### src/core_pkg.sv
package core_pkg;

    // Datapath and register widths
    localparam int XLEN      = 32;
    localparam int ARCH_REGS = 32;
    localparam int AREG_W    = 5;
    localparam int PHYS_REGS = 48;
    localparam int PREG_W    = 6;

    // Queue sizes and latencies
    localparam int ROB_DEPTH  = 8;
    localparam int ROB_ID_W   = 3;
    localparam int IQ_DEPTH   = 4;
    localparam int IQ_ID_W    = 2;
    localparam int MUL_STAGES = 3;
    localparam int IMM_W      = 12;

    // Lane 0 carries the ALU, lane 1 the multiplier
    localparam int CDB_LANES = 2;

    typedef enum logic [2:0] {
        OP_ADD  = 3'd0,
        OP_SUB  = 3'd1,
        OP_AND  = 3'd2,
        OP_OR   = 3'd3,
        OP_XOR  = 3'd4,
        OP_ADDI = 3'd5,
        OP_MUL  = 3'd6
    } op_e;

    typedef struct packed {
        op_e               op;
        logic [AREG_W-1:0] rd;
        logic [AREG_W-1:0] rs1;
        logic [AREG_W-1:0] rs2;
        logic [IMM_W-1:0]  imm;
    } dec_inst_t;

    typedef struct packed {
        logic                valid;
        op_e                 op;
        logic [AREG_W-1:0]   rd;
        logic [PREG_W-1:0]   prd;
        logic [PREG_W-1:0]   old_prd;
        logic [PREG_W-1:0]   prs1;
        logic [PREG_W-1:0]   prs2;
        logic [IMM_W-1:0]    imm;
        logic [ROB_ID_W-1:0] rob_id;
    } dispatch_t;

    typedef struct packed {
        logic                valid;
        op_e                 op;
        logic [XLEN-1:0]     a;
        logic [XLEN-1:0]     b;
        logic [PREG_W-1:0]   prd;
        logic [ROB_ID_W-1:0] rob_id;
    } fu_req_t;

    typedef struct packed {
        logic                valid;
        logic [PREG_W-1:0]   preg;
        logic [ROB_ID_W-1:0] rob_id;
        logic [XLEN-1:0]     value;
    } cdb_t;

    typedef struct packed {
        logic              valid;
        logic [PREG_W-1:0] preg;
    } retire_t;

    typedef struct packed {
        logic [AREG_W-1:0] rd;
        logic [XLEN-1:0]   value;
    } commit_t;

endpackage

### src/issue_table.sv
`timescale 1ns/100ps

module issue_table (
    input  logic                                     clk,
    input  logic                                     rst,
    input  core_pkg::dispatch_t                      dispatch,
    input  logic [1:0]                               src_ready,
    input  core_pkg::cdb_t [core_pkg::CDB_LANES-1:0] cdb,
    output logic                                     iq_full,
    output logic [1:0][core_pkg::PREG_W-1:0]         src_addr,
    input  logic [1:0][core_pkg::XLEN-1:0]           src_data,
    output core_pkg::fu_req_t                        alu_req,
    output core_pkg::fu_req_t                        mul_req
);
    import core_pkg::*;

    typedef struct packed {
        logic                valid;
        op_e                 op;
        logic [PREG_W-1:0]   prs1;
        logic                rdy1;
        logic [PREG_W-1:0]   prs2;
        logic                rdy2;
        logic [PREG_W-1:0]   prd;
        logic [ROB_ID_W-1:0] rob_id;
        logic [IMM_W-1:0]    imm;
    } iq_entry_t;

    iq_entry_t          entries [IQ_DEPTH];
    iq_entry_t          sel;
    fu_req_t            req;
    logic [IQ_ID_W-1:0] issue_idx;
    logic [IQ_ID_W-1:0] free_idx;
    logic               issue_ok;

    // Lowest ready entry issues, lowest empty slot takes the next dispatch
    always_comb begin
        issue_idx = '0;
        issue_ok  = 1'b0;
        free_idx  = '0;
        iq_full   = 1'b1;
        for (int i = IQ_DEPTH - 1; i >= 0; i--) begin
            if (entries[i].valid && entries[i].rdy1 && entries[i].rdy2) begin
                issue_idx = IQ_ID_W'(i);
                issue_ok  = 1'b1;
            end
            if (!entries[i].valid) begin
                free_idx = IQ_ID_W'(i);
                iq_full  = 1'b0;
            end
        end
    end

    always_ff @(posedge clk) begin
        if (rst) begin
            for (int i = 0; i < IQ_DEPTH; i++) begin
                entries[i].valid <= 1'b0;
            end
        end else begin
            // CDB wakeup
            for (int i = 0; i < IQ_DEPTH; i++) begin
                for (int l = 0; l < CDB_LANES; l++) begin
                    if (cdb[l].valid && cdb[l].preg == entries[i].prs1) begin
                        entries[i].rdy1 <= 1'b1;
                    end
                    if (cdb[l].valid && cdb[l].preg == entries[i].prs2) begin
                        entries[i].rdy2 <= 1'b1;
                    end
                end
            end
            if (issue_ok) begin
                entries[issue_idx].valid <= 1'b0;
            end
            if (dispatch.valid) begin
                entries[free_idx].valid  <= 1'b1;
                entries[free_idx].op     <= dispatch.op;
                entries[free_idx].prs1   <= dispatch.prs1;
                entries[free_idx].rdy1   <= src_ready[0];
                entries[free_idx].prs2   <= dispatch.prs2;
                entries[free_idx].rdy2   <= src_ready[1];
                entries[free_idx].prd    <= dispatch.prd;
                entries[free_idx].rob_id <= dispatch.rob_id;
                entries[free_idx].imm    <= dispatch.imm;
            end
        end
    end

    always_comb begin
        sel         = entries[issue_idx];
        src_addr[0] = sel.prs1;
        src_addr[1] = sel.prs2;
        req.valid   = issue_ok;
        req.op      = sel.op;
        req.a       = src_data[0];
        // Raw immediate rides in operand b and is sign-extended in the ALU
        req.b       = (sel.op == OP_ADDI) ? XLEN'(sel.imm) : src_data[1];
        req.prd     = sel.prd;
        req.rob_id  = sel.rob_id;

        alu_req       = req;
        alu_req.valid = issue_ok && (sel.op != OP_MUL);
        mul_req       = req;
        mul_req.valid = issue_ok && (sel.op == OP_MUL);
    end

endmodule

### config.mk
export PLATFORM = sky130hd
export DESIGN_NAME = issue_table
export DESIGN_NICKNAME = d
export VERILOG_FILES = /design/src/core_pkg.sv /design/src/issue_table.sv
export SDC_FILE = /design/constraint.sdc
export NUM_CORES = 1
export LEC_CHECK = 0
export BUFFER_PORTS_ARGS = -buffer_cell sky130_fd_sc_hd__buf_4
export CAP_MARGIN = 20
export CORE_AREA = 2 2 141 143
export DETAILED_ROUTE_END_ITERATION = 8
export DIE_AREA = 0 0 143 145
export PLACE_DENSITY = 0.71
export SLEW_MARGIN = 20
export SYNTH_ARGS = -nofsm -noshare
export SYNTH_HDL_FRONTEND = slang
export SYNTH_SLANG_ARGS = --single-unit
### constraint.sdc
create_clock -name clk -period 6.24 [get_ports clk]
set_clock_uncertainty 0.15 [all_clocks]
set_input_delay 0.312 -clock clk [delete_from_list [all_inputs] [get_ports clk]]
set_output_delay 0.312 -clock clk [all_outputs]
set_load 0.02 [all_outputs]
Yosys cells after proc, flatten, opt, wreduce, memory -nomap -nowiden
Memory sizes are Yosys's and may differ from the RTL's.
Cells that the tools add are included.

cells by class
  equal/unequal tests = 19
  mux-type cells = 81
  bitwise operators = 8
  reductions and logical operators = 26

operators by type and width
  cell                  count
  $eq A6 B6 Y1          16
  $mux W1               72
  $mux W32              1
  $logic_and A1 B1 Y1   26
  $mux W2               8
  $or A1 B1 Y1          8
  $eq A3 B3 Y1 const B  2
  $ne A3 B3 Y1 const B  1

word-level totals
  register bits = 0
  RAM bits = 156
  input port bits = 200
  output and inout port bits = 167
  logic and storage cells = 135
  memories kept = 1

memories
  name     words  bits a word  read ports  clocked after Yosys merged registers in  write ports  RTL line           source
  entries  4      39           5           0                                        6            issue_table.sv:29  iq_entry_t entries [IQ_DEPTH];

Logic depth before layout (Yosys ltp)
Gate-level depths: netlist of the first run.
An unclocked memory read counts as a cell.

  depth after elaboration = 10
  depth in mapped cells = 9

Least setup slack after synthesis of the first run
OpenSTA, ideal clock, no wires.

  path kind = register to register
  start point = memory entries[0][38] (netlist bit)
  end point = memory entries[3][28] (netlist bit)
  library setup time = 0.078 ns
  arrival = 5.220 ns
  data required time = 6.012 ns
  path slack = 0.792 ns
  stages on the path, launching flop included = 4
  cell sequence = dfxtp_1 > nand2_1 > nor4b_1 > mux2_2

RTL lines
  element      RTL line
  from (decl)  issue_table.sv:29

==> impl_metrics.ini, run 1 <==
[worst_hold_path]
hold-path-endpoint = entries[3][21]$_DFF_P_
hp-start = rst
worstHoldPathCells = 4
hold_class = in -> reg

[global_route]
antenna_found_initial = 2
grt-ovfl-total = 0
grt_pass1_wl_um = 33070
grt_pass1_vias = 5255
grt_max_degree = 37
grt_usage_pct = 21.81

[pwr]
seq_power_share_pct = 45.5
clkPwrFrac_pct = 36.1
ir_worst_vdd_uv = 269.2
switching_share_pct = 27.83
comb_power_share_pct = 18.5
p_int_w = 0.001928
power.leakage_nw = 3.753
p_per_area_mw_per_mm2 = 273.7
p_sw_w = 0.0007432

[detailed_routing]
wire_per_inst_um = 22.20
drt_iter0_drc = 514
firstDrtPassIters = 8
ant_nets = 0
drc = 0
via_per_inst = 5.174
wl_um = 22780
num_vias = 5309

[sta]
max_clock_freq_mhz = 250.4
finalHoldViolations = 0
maxSlewHeadroom_pct = 29.27
grt_setup_unrepaired = false
setup_violations = 0
finalSetupTns_ns = 0
layout_min_cycle_time_ns = 3.993
whs_ns = 0.1023
slew_violations = 0
period_share_pct = 63.99
tightestPinTransition_ns = 1.058
setup_slack_ns = 2.247

[die]
dieArea_mm2 = 0.02074
rows = 51
fp.dieW_um = 143
io_pins = 367
core_mm2 = 0.01921
die_h_um = 145
initial_core_util_pct = 41.29

[place]
gp_congestion = 0.8289
dp_slack_ns = 2.620
hpwlAfterDp_um = 16270
place_area_mm2 = 0.008815
numPortBuffers = 189

[synthesis]
syn_area_per_cell_um2 = 12.55
ys_seq_area_share_pct = 57.56
synthDistinctLibCells = 41
synthFlopType = edfxtp_1
synth.area.top_cells = edfxtp_1, buf_4, xnor2_1
async_reset_ff_share_pct = 0
synthCells = 632
yosys-top-cells-count = edfxtp_1, buf_4, nand2_1, xnor2_1, xor2_1
yosys.cell_count.top_type = edfxtp_1
yosys_register_bits = 156
yosys_warnings = 0
synth_fp_nets = 832
synth.largest_area_cell = edfxtp_1
synth_area_mm2 = 0.007930
synth_top_area_share_pct = 54.53
synth_edf_count = 144

[critical_path]
ff2ff_path_depth = 3
r2r_start = entries[2][38]$_SDFFE_PP1P_
cp_max_fo = 32
crit_path_end_kind = primary output
critPathLaunchType = flip-flop
critPathKind = reg -> out
worstReg2RegEnd = entries[0][19]$_DFFE_PP_
rrSetupSlack_ns = 4.07
cp.arrival_ns = 3.53
crit_required_ns = 5.78

[final_layout]
reg_top3 = entries: 156 flops
drive_above_1_share_pct = 33.86
seq_area_mm2 = 0.004564
filler_cell_count = 1676
largest_reg_flops = 156
multiInputGateArea_mm2 = 0.002410
fin_area_mm2 = 0.009759
top_register = entries
area_growth_pct = 23.07
nets = 946

[clock_tree]
root_buffer = clkbuf_16
cts_max_level = 4
cts_tree = built
clk_latency_ns = 0.42
path_clk_slew_ns = 0.07
cts.sinks = 156
cts_resized = 0
postCtsSetupRepairBufs = 0
numCtsBuffers = 17
cts_buffer_depth = 2

[run_status]
status = complete, no violations

[flow_run]
cap_violations = 0
-- per-stage QoR --
| stage | total power, W | std cells | utilization, % |
|---|---|---|---|
| 6_report | 0.002671 | 1026 | 50.81 |
| 5_1_grt | 0.002768 | 1024 | 50.79 |
| 4_1_cts | 0.002688 | 1024 | 50.79 |
| 3_5_place_dp | 0.001712 | 954 | 45.89 |
| 3_3_place_gp | 0.001706 | 954 | 45.89 |
| 2_1_floorplan | 0.001593 | 632 | - |
-- logic make-up after synthesis --
family	after synthesis	share of synthesized area (%)
buf+inv	147	12.51
flops	156	57.56
compound gates	61	6.579
mux	16	2.745
simple gates	156	10.00
xor+xnor	96	10.60
-- what timing repair did --
action | CTS | global route
endpoints found under the setup margin | 0 | 0
hold buffers | 38 | 0
endpoints found under the hold margin | 148 | 0
-- critical path, cell delays in order (launching register included) --
cell and delay [ns]:
dfxtp_1 0.36, and3_1 0.27, o31ai_4 0.64, buf_4 0.44
nand2_1 0.10, nand2_1 0.20, nand3_4 0.39, mux2_2 0.51
buf_4 0.19
-- how the worst max path moves through the flow --
stage                           startpoint                      to
6_report       entries[1][38]$_SDFFE_PP1P_              alu_req[9]
5_1_grt        entries[1][38]$_SDFFE_PP1P_              alu_req[9]
4_1_cts        entries[1][38]$_SDFFE_PP1P_              alu_req[9]
3_5_place_dp   entries[0][38]$_SDFFE_PP1P_              alu_req[9]
3_3_place_gp   entries[0][38]$_SDFFE_PP1P_              alu_req[9]
2_1_floorplan  entries[0][38]$_SDFFE_PP1P_  entries[3][28]$_DFF_P_
-- power groups by stage --
stage	Combinational, W	Sequential, W	Clock, W
floorplan	0.000364	0.00123	0
global placement	0.000471	0.00124	0
detailed placement	0.000476	0.00124	0
CTS	0.000497	0.00121	0.000976
global route	0.000528	0.00122	0.00102
finish	0.000493	0.00121	0.000963
-- area by class of cell --
class | count | area share [%]
Sequential cell | 156 | 46.77
Multi-Input combinational cell | 329 | 24.69
Timing Repair Buffer | 236 | 19.13
Clock buffer | 17 | 4.359
Tap cell | 265 | 3.397
Clock inverter | 15 | 1.372
Inverter | 6 | 0.2308
Antenna cell | 2 | 0.05128
-- cells in the final DEF (no fill, tap or decap), types with 2 or more instances in the layout --
master | Yosys | routed
edfxtp_1 | 144 | 144
nand3_1 | 5 | 5
and2_1 | 20 | 20
nand2_1 | 75 | 75
diode_2 | 0 | 2
o21ai_0 | 8 | 8
inv_1 | 6 | 5
nand2b_1 | 4 | 4
buf_4 | 108 | 198
nor4_1 | 12 | 12
clkinv_1 | 0 | 2
dfxtp_1 | 12 | 12
a31oi_1 | 2 | 2
nor3_1 | 3 | 2
inv_6 | 0 | 6
clkbuf_16 | 0 | 17
a21oi_1 | 10 | 9
clkinv_4 | 0 | 4
xnor2_1 | 48 | 48
dlygate4sd3_1 | 0 | 38
a31o_2 | 2 | 2
a222oi_1 | 34 | 34
mux2_4 | 10 | 10
xor2_1 | 48 | 48
and3_1 | 4 | 4
nand4_1 | 16 | 16
or4_1 | 4 | 4
clkinvlp_4 | 0 | 2
nor2_1 | 6 | 5
mux2_2 | 6 | 6
-- metal layers --
layer / global-route usage (%) / vias up / share of wire, %
li1: - / 2417 / -
met1: 26.35 / 2590 / 39
met2: 35.55 / 284 / 49
met3: 9.571 / 16 / 11
met4: 5.297 / 2 / 1.4
met5: 1.754 / - / 0.21
(Power assumes the default switching activity.)
==> run 2: changes to the inputs <==
Clock period 6.24 ns to 3.9 ns, I/O delays scaled along.
==> run 2 against run 1 <==
Net effect:
- worst setup slack got worse by 1.7 ns
- highest routed layer unchanged
- via count fell by 0.21%
- worst hold slack better by 0.013 ns
- first-iteration DRC count is 15% lower
- global-route usage shrank 0.40 points
- sequential share of layout area down 0.35 points
- largest power group unchanged
- largest cell class unchanged
- critical path type unchanged
- critical endpoint is now alu_req[10]
- core utilization rose by 0.38 points
==> impl_metrics.ini, run 2 (synthesized netlist as in run 1, its figures left out) <==
[detailed_routing]
wire_per_inst_um = 21.63
drt_iter0_drc = 436
wl_met3_um = 2368
drc = 0
m1WireLength_um = 8270
top_layer_used = met5
firstDrtPassIters = 7
ant_nets = 0
wl_um = 22280
wl_met2_um = 11150
num_vias = 5298
via_per_inst = 5.144

[clock_tree]
path_clk_slew_ns = 0.06
postCtsSetupRepairBufs = 0
cts.sinks = 156
numCtsBuffers = 17
clk_latency_ns = 0.42
root_buffer = clkbuf_16
cts_tree = built
cts_max_level = 4
cts_buffer_depth = 2

[final_layout]
nets = 951
layout_commonest_cell = buf_4
area_growth_pct = 24.00
finalNonFillerCells = 1030
top_register = entries
fin_area_mm2 = 0.009833
reg_top3 = entries: 156 flops
final_cell_mix = buf_4, edfxtp_1, nand2_1
drive_above_1_share_pct = 33.81
largest_reg_flops = 156

[place]
dp.cells = 958
dp_slack_ns = 0.9058
place_area_mm2 = 0.008867
numPortBuffers = 189
gp_congestion = 0.8588
hpwlAfterDp_um = 16320

[flow_run]
cap_violations = 0

[critical_path]
crit_path_end_kind = primary output
critPathSlowestCell = dfxtp_1
critPathLaunchType = flip-flop
crit_top_cell = buf_4
cp.arrival_ns = 3.04
critPathKind = reg -> out
worstReg2RegEnd = entries[3][5]$_DFFE_PP_
rrSetupSlack_ns = 1.57
r2r_start = entries[0][38]$_SDFFE_PP1P_
cp-endpoint = alu_req[10]
path_cells = and3_1 > o31ai_4 > buf_4 > a21oi_1 > nand3_4 > mux2_2 > buf_4
crit_required_ns = 3.56
cp_max_fo = 32
ff2ff_path_depth = 3
critPathMaxStageDelay_ns = 0.48
startpoint = entries[2][38]$_SDFFE_PP1P_

[die]
initial_core_util_pct = 41.29
die_h_um = 145
dieArea_mm2 = 0.02074
rows = 51
fp.dieW_um = 143
io_pins = 367
core_mm2 = 0.01921

[sta]
grt_setup_unrepaired = false
whs_ns = 0.1150
finalHoldViolations = 0
slew_violations = 0
setup_violations = 0
period_share_pct = 86.78
setup_slack_ns = 0.5156
finalSetupTns_ns = 0
maxSlewHeadroom_pct = 51.76
max_clock_freq_mhz = 295.5
layout_min_cycle_time_ns = 3.384
tightestPinTransition_ns = 0.7220

[run_status]
status = complete, no violations

[pwr]
p_per_area_mw_per_mm2 = 439.2
power.leakage_nw = 3.790
ir_worst_vdd_uv = 237.9

[global_route]
grt_pass1_wl_um = 32200
grt_pass1_vias = 5284
grt_usage_pct = 21.41
grt-ovfl-total = 0
grt_max_degree = 35
antenna_found_initial = 2

[worst_hold_path]
hold_class = in -> reg
worstHoldPathCells = 3
run 2: cell count changes in the layout (fill, tap and decap cells not counted), sizes merged:
| cell | change |
|---|---|
| buf | +4 |
| bufinv | +2 |
| clkbuf | +1 |
| clkinv | -3 |
| clkinvlp | +1 |
| dlygate4sd3 | +1 |
| inv | -2 |
run 2: where the power goes:
| part | total (W) | internal (W) | leakage (nW) | switching, W |
|---|---|---|---|---|
| sequential | 0.00194 | 0.00190 | 1.41 | 0.0000441 |
| combinational | 0.000793 | 0.000356 | 2.11 | 0.000437 |
| clock | 0.00158 | 0.000941 | 0.270 | 0.000640 |
| total | 0.00432 | 0.00320 | 3.79 | 0.00112 |
run 2: worst max-delay path: cells and delay by family (launching register included):
family,cells,cell delay [ns]
flops,1,0.48
buf+inv,2,0.41
mux,1,0.47
compound gates,2,0.48
simple gates,2,0.76
run 2: cell type report:
type,count,area (um2)
diodes,2,5.005
clock buffers,18,429.2
clock inverters,13,141.4
fillers,1650,9374
inverters,6,22.52
multi-input cells,329,2420
flip-flops and latches,156,4564
well taps,265,331.6
repair buffers,241,1919
run 2: stage by stage:
| stage | util (%) | total power, W |
|---|---|---|
| floorplan | - | 0.002548 |
| global placement | 46.17 | 0.002734 |
| detailed placement | 46.17 | 0.002745 |
| CTS | 51.17 | 0.004351 |
| global route | 51.17 | 0.004475 |
| finish | 51.20 | 0.004318 |
run 2: repair_timing:
action,CTS,global route
hold endpoints to repair,152,0
endpoints found under the setup margin,0,0
hold buffers,39,0
gates resized for setup,0,0
run 2: worst min path at each step:
stage	start	slack [ns]	to
after global routing	dispatch[47]	0.13	entries[1][38]$_SDFFE_PP1P_
after CTS	dispatch[47]	0.08	entries[1][38]$_SDFFE_PP1P_
after detailed placement	src_data[23]	0.24	alu_req[64]
after global placement	src_data[23]	0.24	alu_req[64]
final	dispatch[47]	0.12	entries[1][28]$_DFF_P_
after floorplan	dispatch[3]	0.14	entries[0][0]$_DFFE_PP_
run 2: layer usage:
layer | track usage (%) | vias up
met5 | 1.754 | -
met3 | 8.779 | 30
li1 | - | 2429
met4 | 6.089 | 2
met1 | 24.42 | 2543
met2 | 36.53 | 294
